`src/decode_pkg.sv`:
```
// shared widths, opcode classes and alu codes for the decode/issue stage and its testbench
package decode_pkg;

    localparam int XLEN = 32;

    // ----------------------------------------
    // widths with a meaning
    // ----------------------------------------
    typedef logic [XLEN-1:0] xlen_t;   // data word or pc
    typedef logic [31:0]     instr_t;
    typedef logic [4:0]      reg_addr_t;
    typedef logic [2:0]      fn3_t;
    typedef logic [XLEN:0]   alu_operand_t; // msb is the signed-compare extension
    typedef logic [1:0]      alu_op_t;
    typedef logic [1:0]      alu_logic_op_t;

    // ----------------------------------------
    // trimmed opcodes from instr[6:2]
    // ----------------------------------------
    localparam logic [4:0] LUI_T       = 5'b01101;
    localparam logic [4:0] AUIPC_T     = 5'b00101;
    localparam logic [4:0] ARITH_T     = 5'b01100;
    localparam logic [4:0] ARITH_IMM_T = 5'b00100;
    localparam logic [4:0] BRANCH_T    = 5'b11000;
    localparam logic [4:0] JAL_T       = 5'b11011;
    localparam logic [4:0] JALR_T      = 5'b11001;

    // funct3 of the alu group
    localparam fn3_t ADD_SUB_FN3 = 3'b000;
    localparam fn3_t SLL_FN3     = 3'b001;
    localparam fn3_t SLT_FN3     = 3'b010;
    localparam fn3_t SLTU_FN3    = 3'b011;
    localparam fn3_t XOR_FN3     = 3'b100;
    localparam fn3_t SRA_FN3     = 3'b101; // srl shares it and bit 30 tells them apart
    localparam fn3_t OR_FN3      = 3'b110;
    localparam fn3_t AND_FN3     = 3'b111;

    // funct3 of the unsigned branch compares
    localparam fn3_t BLTU_FN3 = 3'b110;
    localparam fn3_t BGEU_FN3 = 3'b111;

    // alu result path
    localparam alu_op_t ALU_ADD_SUB = 2'd0;
    localparam alu_op_t ALU_SLT     = 2'd1;
    localparam alu_op_t ALU_SHIFT   = 2'd2;

    // logic function on the adder path
    localparam alu_logic_op_t ALU_LOGIC_ADD = 2'd0;
    localparam alu_logic_op_t ALU_LOGIC_XOR = 2'd1;
    localparam alu_logic_op_t ALU_LOGIC_OR  = 2'd2;
    localparam alu_logic_op_t ALU_LOGIC_AND = 2'd3;

endpackage

```
`src/decoded_instr_if.sv`:
```
// decoded instruction fields, driven by the field decoder and read by issue and operand logic
`timescale 1ns/1ps

interface decoded_instr_if
    import decode_pkg::*;
();

    instr_t     instr;
    xlen_t      pc;
    fn3_t       fn3;
    logic [4:0] opcode_trim;

    reg_addr_t rs1_addr;
    reg_addr_t rs2_addr;
    reg_addr_t rd_addr;

    logic uses_rs1;
    logic uses_rs2;
    logic uses_rd;   // low for x0 and for conditional branches

    logic is_alu;    // unit requests for legal encodings only
    logic is_branch;
    logic illegal;

    modport decoder (
        output instr, pc, fn3, opcode_trim, rs1_addr, rs2_addr, rd_addr,
        output uses_rs1, uses_rs2, uses_rd, is_alu, is_branch, illegal
    );

    modport consumer (
        input instr, pc, fn3, opcode_trim, rs1_addr, rs2_addr, rd_addr,
        input uses_rs1, uses_rs2, uses_rd, is_alu, is_branch, illegal
    );

endinterface

```
`src/decode_issue.sv`:
```
// decode and issue stage top level for the alu and branch units with plain ports
`timescale 1ns/1ps

module decode_issue
    import decode_pkg::*;
(
    input  logic          clk,
    input  logic          rst,
    input  logic          flush,

    // instruction buffer
    input  logic          instr_valid,
    input  instr_t        instr,
    input  xlen_t         instr_pc,
    output logic          pop,
    output logic          illegal_instruction,

    // register file and scoreboard
    output reg_addr_t     rs1_addr,
    output reg_addr_t     rs2_addr,
    input  xlen_t         rs1_data,
    input  xlen_t         rs2_data,
    input  logic          rs1_conflict,
    input  logic          rs2_conflict,
    output logic          rd_issue,
    output reg_addr_t     rd_addr,

    input  logic          alu_ready,
    input  logic          branch_ready,

    // alu bundle
    output logic          alu_valid,
    output alu_operand_t  alu_in1,
    output alu_operand_t  alu_in2,
    output xlen_t         alu_shifter_in,
    output logic          alu_subtract,
    output logic          alu_arith,
    output logic          alu_lshift,
    output alu_op_t       alu_op,
    output alu_logic_op_t alu_logic_op,

    // branch bundle
    output logic          branch_valid,
    output xlen_t         branch_rs1,
    output xlen_t         branch_rs2,
    output xlen_t         branch_pc,
    output fn3_t          branch_fn3,
    output logic          branch_use_signed,
    output logic          branch_jal,
    output logic          branch_jalr,
    output logic          branch_rdx0
);

    decoded_instr_if dec_if ();

    logic alu_issue;
    logic branch_issue;

    assign rs1_addr            = dec_if.rs1_addr;
    assign rs2_addr            = dec_if.rs2_addr;
    assign illegal_instruction = dec_if.illegal;

    instr_field_decoder u_decoder (
        .instr_valid (instr_valid),
        .instr       (instr),
        .instr_pc    (instr_pc),
        .dec         (dec_if.decoder)
    );

    issue_control u_issue (
        .clk          (clk),
        .rst          (rst),
        .instr_valid  (instr_valid),
        .flush        (flush),
        .dec          (dec_if.consumer),
        .rs1_conflict (rs1_conflict),
        .rs2_conflict (rs2_conflict),
        .alu_ready    (alu_ready),
        .branch_ready (branch_ready),
        .alu_issue    (alu_issue),
        .branch_issue (branch_issue),
        .pop          (pop),
        .rd_issue     (rd_issue),
        .rd_addr      (rd_addr)
    );

    operand_stage u_operands (
        .clk               (clk),
        .rst               (rst),
        .dec               (dec_if.consumer),
        .alu_issue         (alu_issue),
        .branch_issue      (branch_issue),
        .rs1_data          (rs1_data),
        .rs2_data          (rs2_data),
        .alu_valid         (alu_valid),
        .alu_in1           (alu_in1),
        .alu_in2           (alu_in2),
        .alu_shifter_in    (alu_shifter_in),
        .alu_subtract      (alu_subtract),
        .alu_arith         (alu_arith),
        .alu_lshift        (alu_lshift),
        .alu_op            (alu_op),
        .alu_logic_op      (alu_logic_op),
        .branch_valid      (branch_valid),
        .branch_rs1        (branch_rs1),
        .branch_rs2        (branch_rs2),
        .branch_pc         (branch_pc),
        .branch_fn3        (branch_fn3),
        .branch_use_signed (branch_use_signed),
        .branch_jal        (branch_jal),
        .branch_jalr       (branch_jalr),
        .branch_rdx0       (branch_rdx0)
    );

endmodule

```
`src/instr_field_decoder.sv`:
```
// combinational field slicing, unit classification and illegal flagging of the offered instruction
`timescale 1ns/1ps

module instr_field_decoder
    import decode_pkg::*;
(
    input logic              instr_valid,
    input instr_t            instr,
    input xlen_t             instr_pc,
    decoded_instr_if.decoder dec
);

    logic [4:0] opcode_trim;
    reg_addr_t  rd;
    logic       full_width;

    logic op_lui;
    logic op_auipc;
    logic op_arith;
    logic op_arith_imm;
    logic op_branch;
    logic op_jal;
    logic op_jalr;

    logic alu_req;
    logic branch_req;

    assign opcode_trim = instr[6:2];
    assign rd          = instr[11:7];
    assign full_width  = (instr[1:0] == 2'b11); // no compressed forms here

    // ----------------------------------------
    // raw fields
    // ----------------------------------------
    assign dec.instr       = instr;
    assign dec.pc          = instr_pc;
    assign dec.fn3         = instr[14:12];
    assign dec.opcode_trim = opcode_trim;
    assign dec.rs1_addr    = instr[19:15];
    assign dec.rs2_addr    = instr[24:20];
    assign dec.rd_addr     = rd;

    // ----------------------------------------
    // opcode classes
    // ----------------------------------------
    assign op_lui       = full_width && (opcode_trim == LUI_T);
    assign op_auipc     = full_width && (opcode_trim == AUIPC_T);
    assign op_arith     = full_width && (opcode_trim == ARITH_T);
    assign op_arith_imm = full_width && (opcode_trim == ARITH_IMM_T);
    assign op_branch    = full_width && (opcode_trim == BRANCH_T);
    assign op_jal       = full_width && (opcode_trim == JAL_T);
    assign op_jalr      = full_width && (opcode_trim == JALR_T);

    // bit 25 on OP selects mul/div, which this core lacks
    assign alu_req    = op_lui | op_auipc | op_arith_imm | (op_arith & ~instr[25]);
    assign branch_req = op_branch | op_jal | op_jalr;

    assign dec.is_alu    = alu_req;
    assign dec.is_branch = branch_req;

    // register usage
    assign dec.uses_rs1 = op_arith | op_arith_imm | op_branch | op_jalr;
    assign dec.uses_rs2 = op_arith | op_branch;
    assign dec.uses_rd  = (rd != '0) & (alu_req | op_jal | op_jalr);

    // anything neither unit takes
    assign dec.illegal = instr_valid & ~(alu_req | branch_req);

endmodule

```
`src/issue_control.sv`:
```
// issue gating that combines valid, flush, source conflicts and unit readiness into issue and pop
`timescale 1ns/1ps

module issue_control
    import decode_pkg::*;
(
    input  logic              clk,
    input  logic              rst,
    input  logic              instr_valid,
    input  logic              flush,
    decoded_instr_if.consumer dec,
    input  logic              rs1_conflict,
    input  logic              rs2_conflict,
    input  logic              alu_ready,
    input  logic              branch_ready,
    output logic              alu_issue,
    output logic              branch_issue,
    output logic              pop,
    output logic              rd_issue,
    output reg_addr_t         rd_addr
);

    logic issue_en;        // set once reset has been released
    logic issue_valid;
    logic operands_ready;
    logic alu_unit_ok;
    logic branch_unit_ok;

    always_ff @(posedge clk) begin
        if (rst) begin
            issue_en <= 1'b0;
        end else begin
            issue_en <= 1'b1;
        end
    end

    assign issue_valid = instr_valid & ~flush & issue_en;

    // unused sources never stall
    assign operands_ready = ~((dec.uses_rs1 & rs1_conflict) |
                              (dec.uses_rs2 & rs2_conflict));

    // ----------------------------------------
    // per unit readiness
    // ----------------------------------------
    assign alu_unit_ok = dec.is_alu & alu_ready;

    // branches without a writeback never wait on the branch unit
    assign branch_unit_ok = dec.is_branch & (branch_ready | ~dec.uses_rd);

    assign alu_issue    = issue_valid & operands_ready & alu_unit_ok;
    assign branch_issue = issue_valid & operands_ready & branch_unit_ok;

    assign pop = alu_issue | branch_issue; // exactly the issuing cycle

    // scoreboard notice for a new pending write
    assign rd_issue = pop & dec.uses_rd;
    assign rd_addr  = dec.rd_addr;

endmodule

```
`src/operand_stage.sv`:
```
// forms the alu and branch operand bundles and registers them on issue with one cycle of latency
`timescale 1ns/1ps

module operand_stage
    import decode_pkg::*;
(
    input  logic              clk,
    input  logic              rst,
    decoded_instr_if.consumer dec,
    input  logic              alu_issue,
    input  logic              branch_issue,
    input  xlen_t             rs1_data,
    input  xlen_t             rs2_data,

    output logic              alu_valid,
    output alu_operand_t      alu_in1,
    output alu_operand_t      alu_in2,
    output xlen_t             alu_shifter_in,
    output logic              alu_subtract,
    output logic              alu_arith,
    output logic              alu_lshift,
    output alu_op_t           alu_op,
    output alu_logic_op_t     alu_logic_op,

    output logic              branch_valid,
    output xlen_t             branch_rs1,
    output xlen_t             branch_rs2,
    output xlen_t             branch_pc,
    output fn3_t              branch_fn3,
    output logic              branch_use_signed,
    output logic              branch_jal,
    output logic              branch_jalr,
    output logic              branch_rdx0
);

    logic          is_lui;
    logic          is_auipc;
    logic          is_upper;  // lui or auipc
    logic          is_arith;
    xlen_t         in1_data;
    xlen_t         in2_data;
    xlen_t         rs1_reversed;
    logic          sub_next;
    alu_op_t       op_next;
    alu_logic_op_t logic_op_next;

    assign is_lui   = (dec.opcode_trim == LUI_T);
    assign is_auipc = (dec.opcode_trim == AUIPC_T);
    assign is_upper = is_lui | is_auipc;
    assign is_arith = (dec.opcode_trim == ARITH_T);

    // ----------------------------------------
    // alu operands
    // ----------------------------------------
    always_comb begin
        if (is_lui) begin
            in1_data = '0;
        end else if (is_auipc) begin
            in1_data = dec.pc;
        end else begin
            in1_data = rs1_data;
        end

        if (is_upper) begin
            in2_data = {dec.instr[31:12], 12'b0};
        end else if (!is_arith) begin
            in2_data = xlen_t'(signed'(dec.instr[31:20])); // op-imm
        end else begin
            in2_data = rs2_data;
        end
    end

    // shifter only shifts right, so left shifts see rs1 reversed
    always_comb begin
        for (int i = 0; i < XLEN; i++) begin
            rs1_reversed[i] = rs1_data[XLEN-1-i];
        end
    end

    always_comb begin
        case (dec.fn3)
            SLT_FN3, SLTU_FN3: op_next = ALU_SLT;
            SLL_FN3, SRA_FN3:  op_next = ALU_SHIFT;
            default:           op_next = ALU_ADD_SUB;
        endcase

        case (dec.fn3)
            XOR_FN3: logic_op_next = ALU_LOGIC_XOR;
            OR_FN3:  logic_op_next = ALU_LOGIC_OR;
            AND_FN3: logic_op_next = ALU_LOGIC_AND;
            default: logic_op_next = ALU_LOGIC_ADD;
        endcase
    end

    // slt compares by subtracting and sub only exists on OP
    assign sub_next = ~is_upper & ((dec.fn3 inside {SLT_FN3, SLTU_FN3}) |
                                   ((dec.fn3 == ADD_SUB_FN3) & dec.instr[30] & is_arith));

    always_ff @(posedge clk) begin
        if (alu_issue) begin
            alu_in1        <= {in1_data[XLEN-1] & ~dec.fn3[0], in1_data};
            alu_in2        <= {in2_data[XLEN-1] & ~dec.fn3[0], in2_data};
            alu_shifter_in <= dec.fn3[2] ? rs1_data : rs1_reversed;
            alu_subtract   <= sub_next;
            alu_arith      <= rs1_data[XLEN-1] & dec.instr[30]; // sra fill bit
            alu_lshift     <= ~dec.fn3[2];
            alu_op         <= is_upper ? ALU_ADD_SUB : op_next;
            alu_logic_op   <= is_upper ? ALU_LOGIC_ADD : logic_op_next;
        end
    end

    // ----------------------------------------
    // branch operands
    // ----------------------------------------
    always_ff @(posedge clk) begin
        if (branch_issue) begin
            branch_rs1        <= rs1_data;
            branch_rs2        <= rs2_data;
            branch_pc         <= dec.pc;
            branch_fn3        <= dec.fn3;
            branch_use_signed <= !(dec.fn3 inside {BLTU_FN3, BGEU_FN3});
            branch_jal        <= (dec.opcode_trim == JAL_T);
            branch_jalr       <= (dec.opcode_trim == JALR_T);
            branch_rdx0       <= ~dec.uses_rd;
        end
    end

    // strobes trail the issue pulse by one cycle
    always_ff @(posedge clk) begin
        if (rst) begin
            alu_valid    <= 1'b0;
            branch_valid <= 1'b0;
        end else begin
            alu_valid    <= alu_issue;
            branch_valid <= branch_issue;
        end
    end

endmodule
```
`config.mk`:
```
export PLATFORM = sky130hd
export DESIGN_NAME = decode_issue
export DESIGN_NICKNAME = d
export VERILOG_FILES = /design/src/decode_pkg.sv /design/src/decoded_instr_if.sv /design/src/decode_issue.sv /design/src/instr_field_decoder.sv /design/src/issue_control.sv /design/src/operand_stage.sv
export SDC_FILE = /design/constraint.sdc
export NUM_CORES = 1
export LEC_CHECK = 0
export CAP_MARGIN = 20
export CELL_PAD_IN_SITES_DETAIL_PLACEMENT = 1
export CELL_PAD_IN_SITES_GLOBAL_PLACEMENT = 1
export CORE_UTILIZATION = 45
export CTS_CLUSTER_SIZE = 28
export DETAILED_ROUTE_END_ITERATION = 10
export DONT_BUFFER_PORTS = 1
export PLACE_DENSITY = 0.75
export SETUP_SLACK_MARGIN = 0.3
export SLEW_MARGIN = 5
export SYNTH_ARGS = -nofsm -noshare
export SYNTH_HDL_FRONTEND = slang
export SYNTH_HIERARCHICAL = 1
export SYNTH_SLANG_ARGS = --single-unit
export TNS_END_PERCENT = 20
```
`constraint.sdc`:
```
create_clock -name clk -period 8.4 [get_ports clk]
set_input_delay 0.42 -clock clk [delete_from_list [all_inputs] [get_ports clk]]
set_output_delay 0.42 -clock clk [all_outputs]
set_load 0.005 [all_outputs]
```
# Word level (Yosys, flattened, before mapping)
# Index checks and enable logic that the tools add are counted.
# op_classes
n_eq_ne	15
muxes	8
n_bitwise	44
reduce_logical	14
# op_table
op	n
2-to-1 mux 32 bit	5
AND 1 bit	19
bitwise OR 1 bit	17
equality test 5 bit (second input constant)	3
equality test 3 bit (second input constant)	4
equality test 5 x 3 -> 1 bit (second input constant)	2
equality test 5 x 4 -> 1 bit (second input constant)	2
NOT 1 bit	8
logical AND 1 bit	7
equality test 3 x 2 -> 1 bit (second input constant)	2
case mux 2 bit (3 select lines)	1
nonzero test 5 bit	1
case mux 2 bit (2 select lines)	1
nonzero test 2 bit	2
OR reduction 2 bit	2
equality test 3 x 1 -> 1 bit (second input constant)	1
zero test 3 bit	1
equality test 2 bit (second input constant)	1
zero test 1 bit	1
2-to-1 mux 1 bit	1
# word_totals
regBits	211
inputBits	136
word_cells	102

# Depth between registers and ports, before layout
# logic_depth
ltp_word	14
depth_mapped	7

# Modules after synthesis
# The synthesis kept the hierarchy.
# modules_own_cells
module	instances	cells_per_inst	area_per_inst_um2	seq_area_each_um2
operand_stage	1	453	7843.8	6286.0
instr_field_decoder	1	105	768.2	0.0
issue_control	1	17	130.1	20.0

# Worst setup path before layout
# Ideal clock, no wire load.
# synth_path
kind	input-to-reg
startpoint	input port instr[0]
endpoint	register u_operands.alu_arith (enable)
setup_ns	0.571
t_arrival_ns	5.566
required_ns	7.829
slack_ns	2.263
stages	6
path_buffers	0
cell_sequence	and4b_1 > nand2_1 > o22ai_1 > a22oi_2 > nand4b_2 > nor2_1
# synth_via
elab_chain_cells	10
word_cells_on_any_way	22
# synth_rtl
element	line	source
start, declared	decode_issue.sv:13	input instr_t instr,
equality test 2 bit *	instr_field_decoder.sv:30	assign full_width = (instr[1:0] == 2'b11);
logical AND 1 bit (on tied branches)	instr_field_decoder.sv:48, instr_field_decoder.sv:49	
bitwise OR 1 bit (2 in a row)	instr_field_decoder.sv:62	assign dec.uses_rs1 = op_arith | op_arith_imm | op_branch | op_jalr;
bitwise OR 1 bit *	instr_field_decoder.sv:62	
net dec_if.uses_rs1	decoded_instr_if.sv:17	logic uses_rs1;
AND 1 bit *	issue_control.sv:40	assign operands_ready = ~((dec.uses_rs1 & rs1_conflict) |
bitwise OR 1 bit *	issue_control.sv:40	
NOT 1 bit *	issue_control.sv:40	
AND 1 bit * (2 in a row)	issue_control.sv:51	assign alu_issue = issue_valid & operands_ready & alu_unit_ok;
net alu_issue	decode_issue.sv:56	logic alu_issue;
end signal, assigned	operand_stage.sv:105	alu_arith <= rs1_data[XLEN-1] & dec.instr[30];
end, declared	operand_stage.sv:20	output logic alu_arith,
# The timed path passes the listed nets; every way through them passes the cells marked *.
# A chain may end at the register's enable or synchronous reset.

# Worst setup path after layout
# layout_path
startpoint	input port instr[0]
endpoint	register u_operands.branch_jalr (enable)
# layout_via
word_cells_on_any_way	30
# layout_lines
element	line	source
equality test 2 bit *	instr_field_decoder.sv:30	
logical AND 1 bit (on tied branches)	instr_field_decoder.sv:48, instr_field_decoder.sv:49	
bitwise OR 1 bit (2 in a row)	instr_field_decoder.sv:62	
bitwise OR 1 bit *	instr_field_decoder.sv:62	
net dec_if.uses_rs1	decoded_instr_if.sv:17	
AND 1 bit *	issue_control.sv:40	
bitwise OR 1 bit *	issue_control.sv:40	
NOT 1 bit *	issue_control.sv:40	
AND 1 bit * (2 in a row)	issue_control.sv:52	assign branch_issue = issue_valid & operands_ready & branch_unit_ok;
net branch_issue	decode_issue.sv:57	logic branch_issue;
end signal, assigned	operand_stage.sv:123	branch_jalr <= (dec.opcode_trim == JALR_T);
end, declared	operand_stage.sv:32	output logic branch_jalr,
# Marked as above.

==> flow_summary.json <==
{
  "die_w_microns": 141,
  "fin_ws_ns": 5.73,
  "clk_pin_slew_ns": 0.06,
  "r2r_start": "u_issue/issue_en$_DFF_P_",
  "p_leak_nw": 3.22,
  "required_ns": 8.51,
  "setup_viol": 0,
  "die_area_sq_mm": 0.0198,
  "clock-sinks": 211,
  "cts_tree": "built",
  "cap_violations": 0,
  "maxSlewHeadroom_pct": 37.5,
  "drc_errors": 0,
  "cts_setup_buffers": 0,
  "arrival_ns": 2.78,
  "syn_nets": 699,
  "start_util_pct": 46.1,
  "num_vias": 4583,
  "cts_buffer_depth": 3,
  "final_hold_viol_count": 0,
  "r2r-end": "u_operands/branch_jalr$_DFFE_PP_",
  "globalRouteTotalUtil_pct": 20.9,
  "antenna_found_initial": 0,
  "irDropWorstVdd_mv": 0.114,
  "via_per_inst": 5.82,
  "ios": 364,
  "firstDrtPassIters": 4,
  "fin_skew_ns": 0.0163,
  "grt_pass1_wl_microns": 30700,
  "clock.fmax_mhz": 375,
  "wl_per_cell_microns": 27.6,
  "overflow": 0,
  "yosysWarningCount": 6,
  "criticalPathCategory": "in -> reg",
  "synth.cell_area_sq_mm": 0.00865,
  "finalCritPeriodShare_pct": 31.8,
  "synth_area_per_cell_sq_um": 15.4,
  "io_buffers": 0,
  "nets": 675,
  "layout_common_cells": "edfxtp_1, nand2_1, dlygate4sd3_1",
  "cp_max_fo": 61,
  "fin_util_pct": 50.9,
  "status": "finished clean",
  "grt_pass1_vias": 4860,
  "insertion_delay_ns": 0.50,
  "antennaDiodeCount": 0,
  "hp-class": "in -> reg",
  "initialDrtViolationCount": 235,
  "routed_wirelength_microns": 21700,
  "power_density_mw_per_mm2": 232,
  "finalCriticalPeriod_ns": 2.67,
  "start_kind": "primary input",
  "cp-end-kind": "flip-flop",
  "mostFrequentLayoutCell": "edfxtp_1",
  "crit_path_start": "instr[0]",
  "syn_inst": 563,
  "syn_to_final_growth_pct": 10.4,
  "rsz0062_at_grt": "no",
  "cts_inserted_buffers": 22,
  "core_sq_mm": 0.0188,
  "worst_pin_slew_ns": 0.935,
  "regToRegSetupSlack_ns": 6.04,
  "pre_cts_slack_ns": 5.29,
  "ant_nets": 0,
  "place_congestion": 0.800,
  "drive_gt1_share_pct": 14.3,
  "r2r_cells": 4,
  "htree_levels": 1,
  "slew_viol_final": 0,
  "n_fill_cell": 1748,
  "finalSetupTns_ns": 0,
  "cts_root_buf": "clkbuf_16",
  "dp_hpwl_microns": 13500,
  "die_h_microns": 141,
  "crit_end": "u_operands/branch_jalr$_DFFE_PP_",
  "fp-row-count": 50,
  "grt_max_degree": 62
}
state kept, by name, indices dropped and copies added (netlist names), 2 cells and up:
| register | cells |
|---|---|
| u_operands/alu_op | 2 |
| u_operands/alu_shifter_in | 32 |
| u_operands/branch_fn3 | 3 |
| u_operands/branch_pc | 32 |
| u_operands/alu_in2 | 33 |
| u_operands/branch_rs2 | 32 |
| u_operands/alu_in1 | 33 |
| u_operands/branch_rs1 | 32 |
| u_operands/alu_logic_op | 2 |
worst max-delay path, cell delays in order:
cell	delay [ns]
and4b_1	0.21
nand2_1	0.13
o22ai_1	0.11
a22oi_2	0.22
nand4b_2	0.27
nor2_4	0.40
buf_12	0.26
buf_4	0.64
worst min path at each step:
stage          cells after the start   startpoint  slack [ns]                                 to
2_1_floorplan                      1          rst        0.48           u_issue/issue_en$_DFF_P_
3_3_place_gp                       1          rst        0.48           u_issue/issue_en$_DFF_P_
3_5_place_dp                       1          rst        0.48           u_issue/issue_en$_DFF_P_
4_1_cts                            0  instr_pc[1]       0.005  u_operands/branch_pc[1]$_DFFE_PP_
5_1_grt                            0  instr_pc[1]     0.00003  u_operands/branch_pc[1]$_DFFE_PP_
6_report                           0  instr_pc[1]        0.02  u_operands/branch_pc[1]$_DFFE_PP_
area by class of cell:
class / instances / area, sq um / area share (%)
Sequential cell: 211 / 6310 / 66.0
Multi-Input combinational cell: 239 / 1620 / 16.9
Clock buffer: 25 / 583 / 6.11
Clock inverter: 14 / 143 / 1.49
Tap cell: 234 / 293 / 3.07
Inverter: 8 / 30.0 / 0.315
Timing Repair Buffer: 57 / 576 / 6.03
power by group:
group	switching [W]	internal, W
clock network	0.000387	0.000588
logic	0.0000352	0.0000465
registers	0.000000870	0.00116
total	0.000423	0.00179
routing by layer:
layer  global-route usage, %  share of wire [%]  up-vias
met2                    38.6                 53      298
met3                    7.68                9.8       47
met5                       0                  0        -
met4                    7.27                2.8        0
li1                        -                  -     1960
met1                    21.5                 34     2278
per-stage QoR:
| stage | power [W] | std cells | instance area [sq um] | hold WS (ns) |
|---|---|---|---|---|
| 6_report | 0.00222 | 788 | 9550 | 0.0185 |
| 5_1_grt | 0.00227 | 788 | 9550 | 0.0000286 |
| 4_1_cts | 0.00223 | 787 | 9530 | 0.00480 |
| 3_5_place_dp | 0.00124 | 697 | 8300 | 0.481 |
| 3_3_place_gp | 0.00124 | 696 | 8280 | 0.478 |
| 2_1_floorplan | 0.00127 | 563 | 8650 | 0.477 |
timing repair:
item | CTS | global route
hold endpoints to repair | 53 | 0
hold buffers | 51 | 0
gates resized for setup | 0 | 0
(Power assumes the default switching activity.)
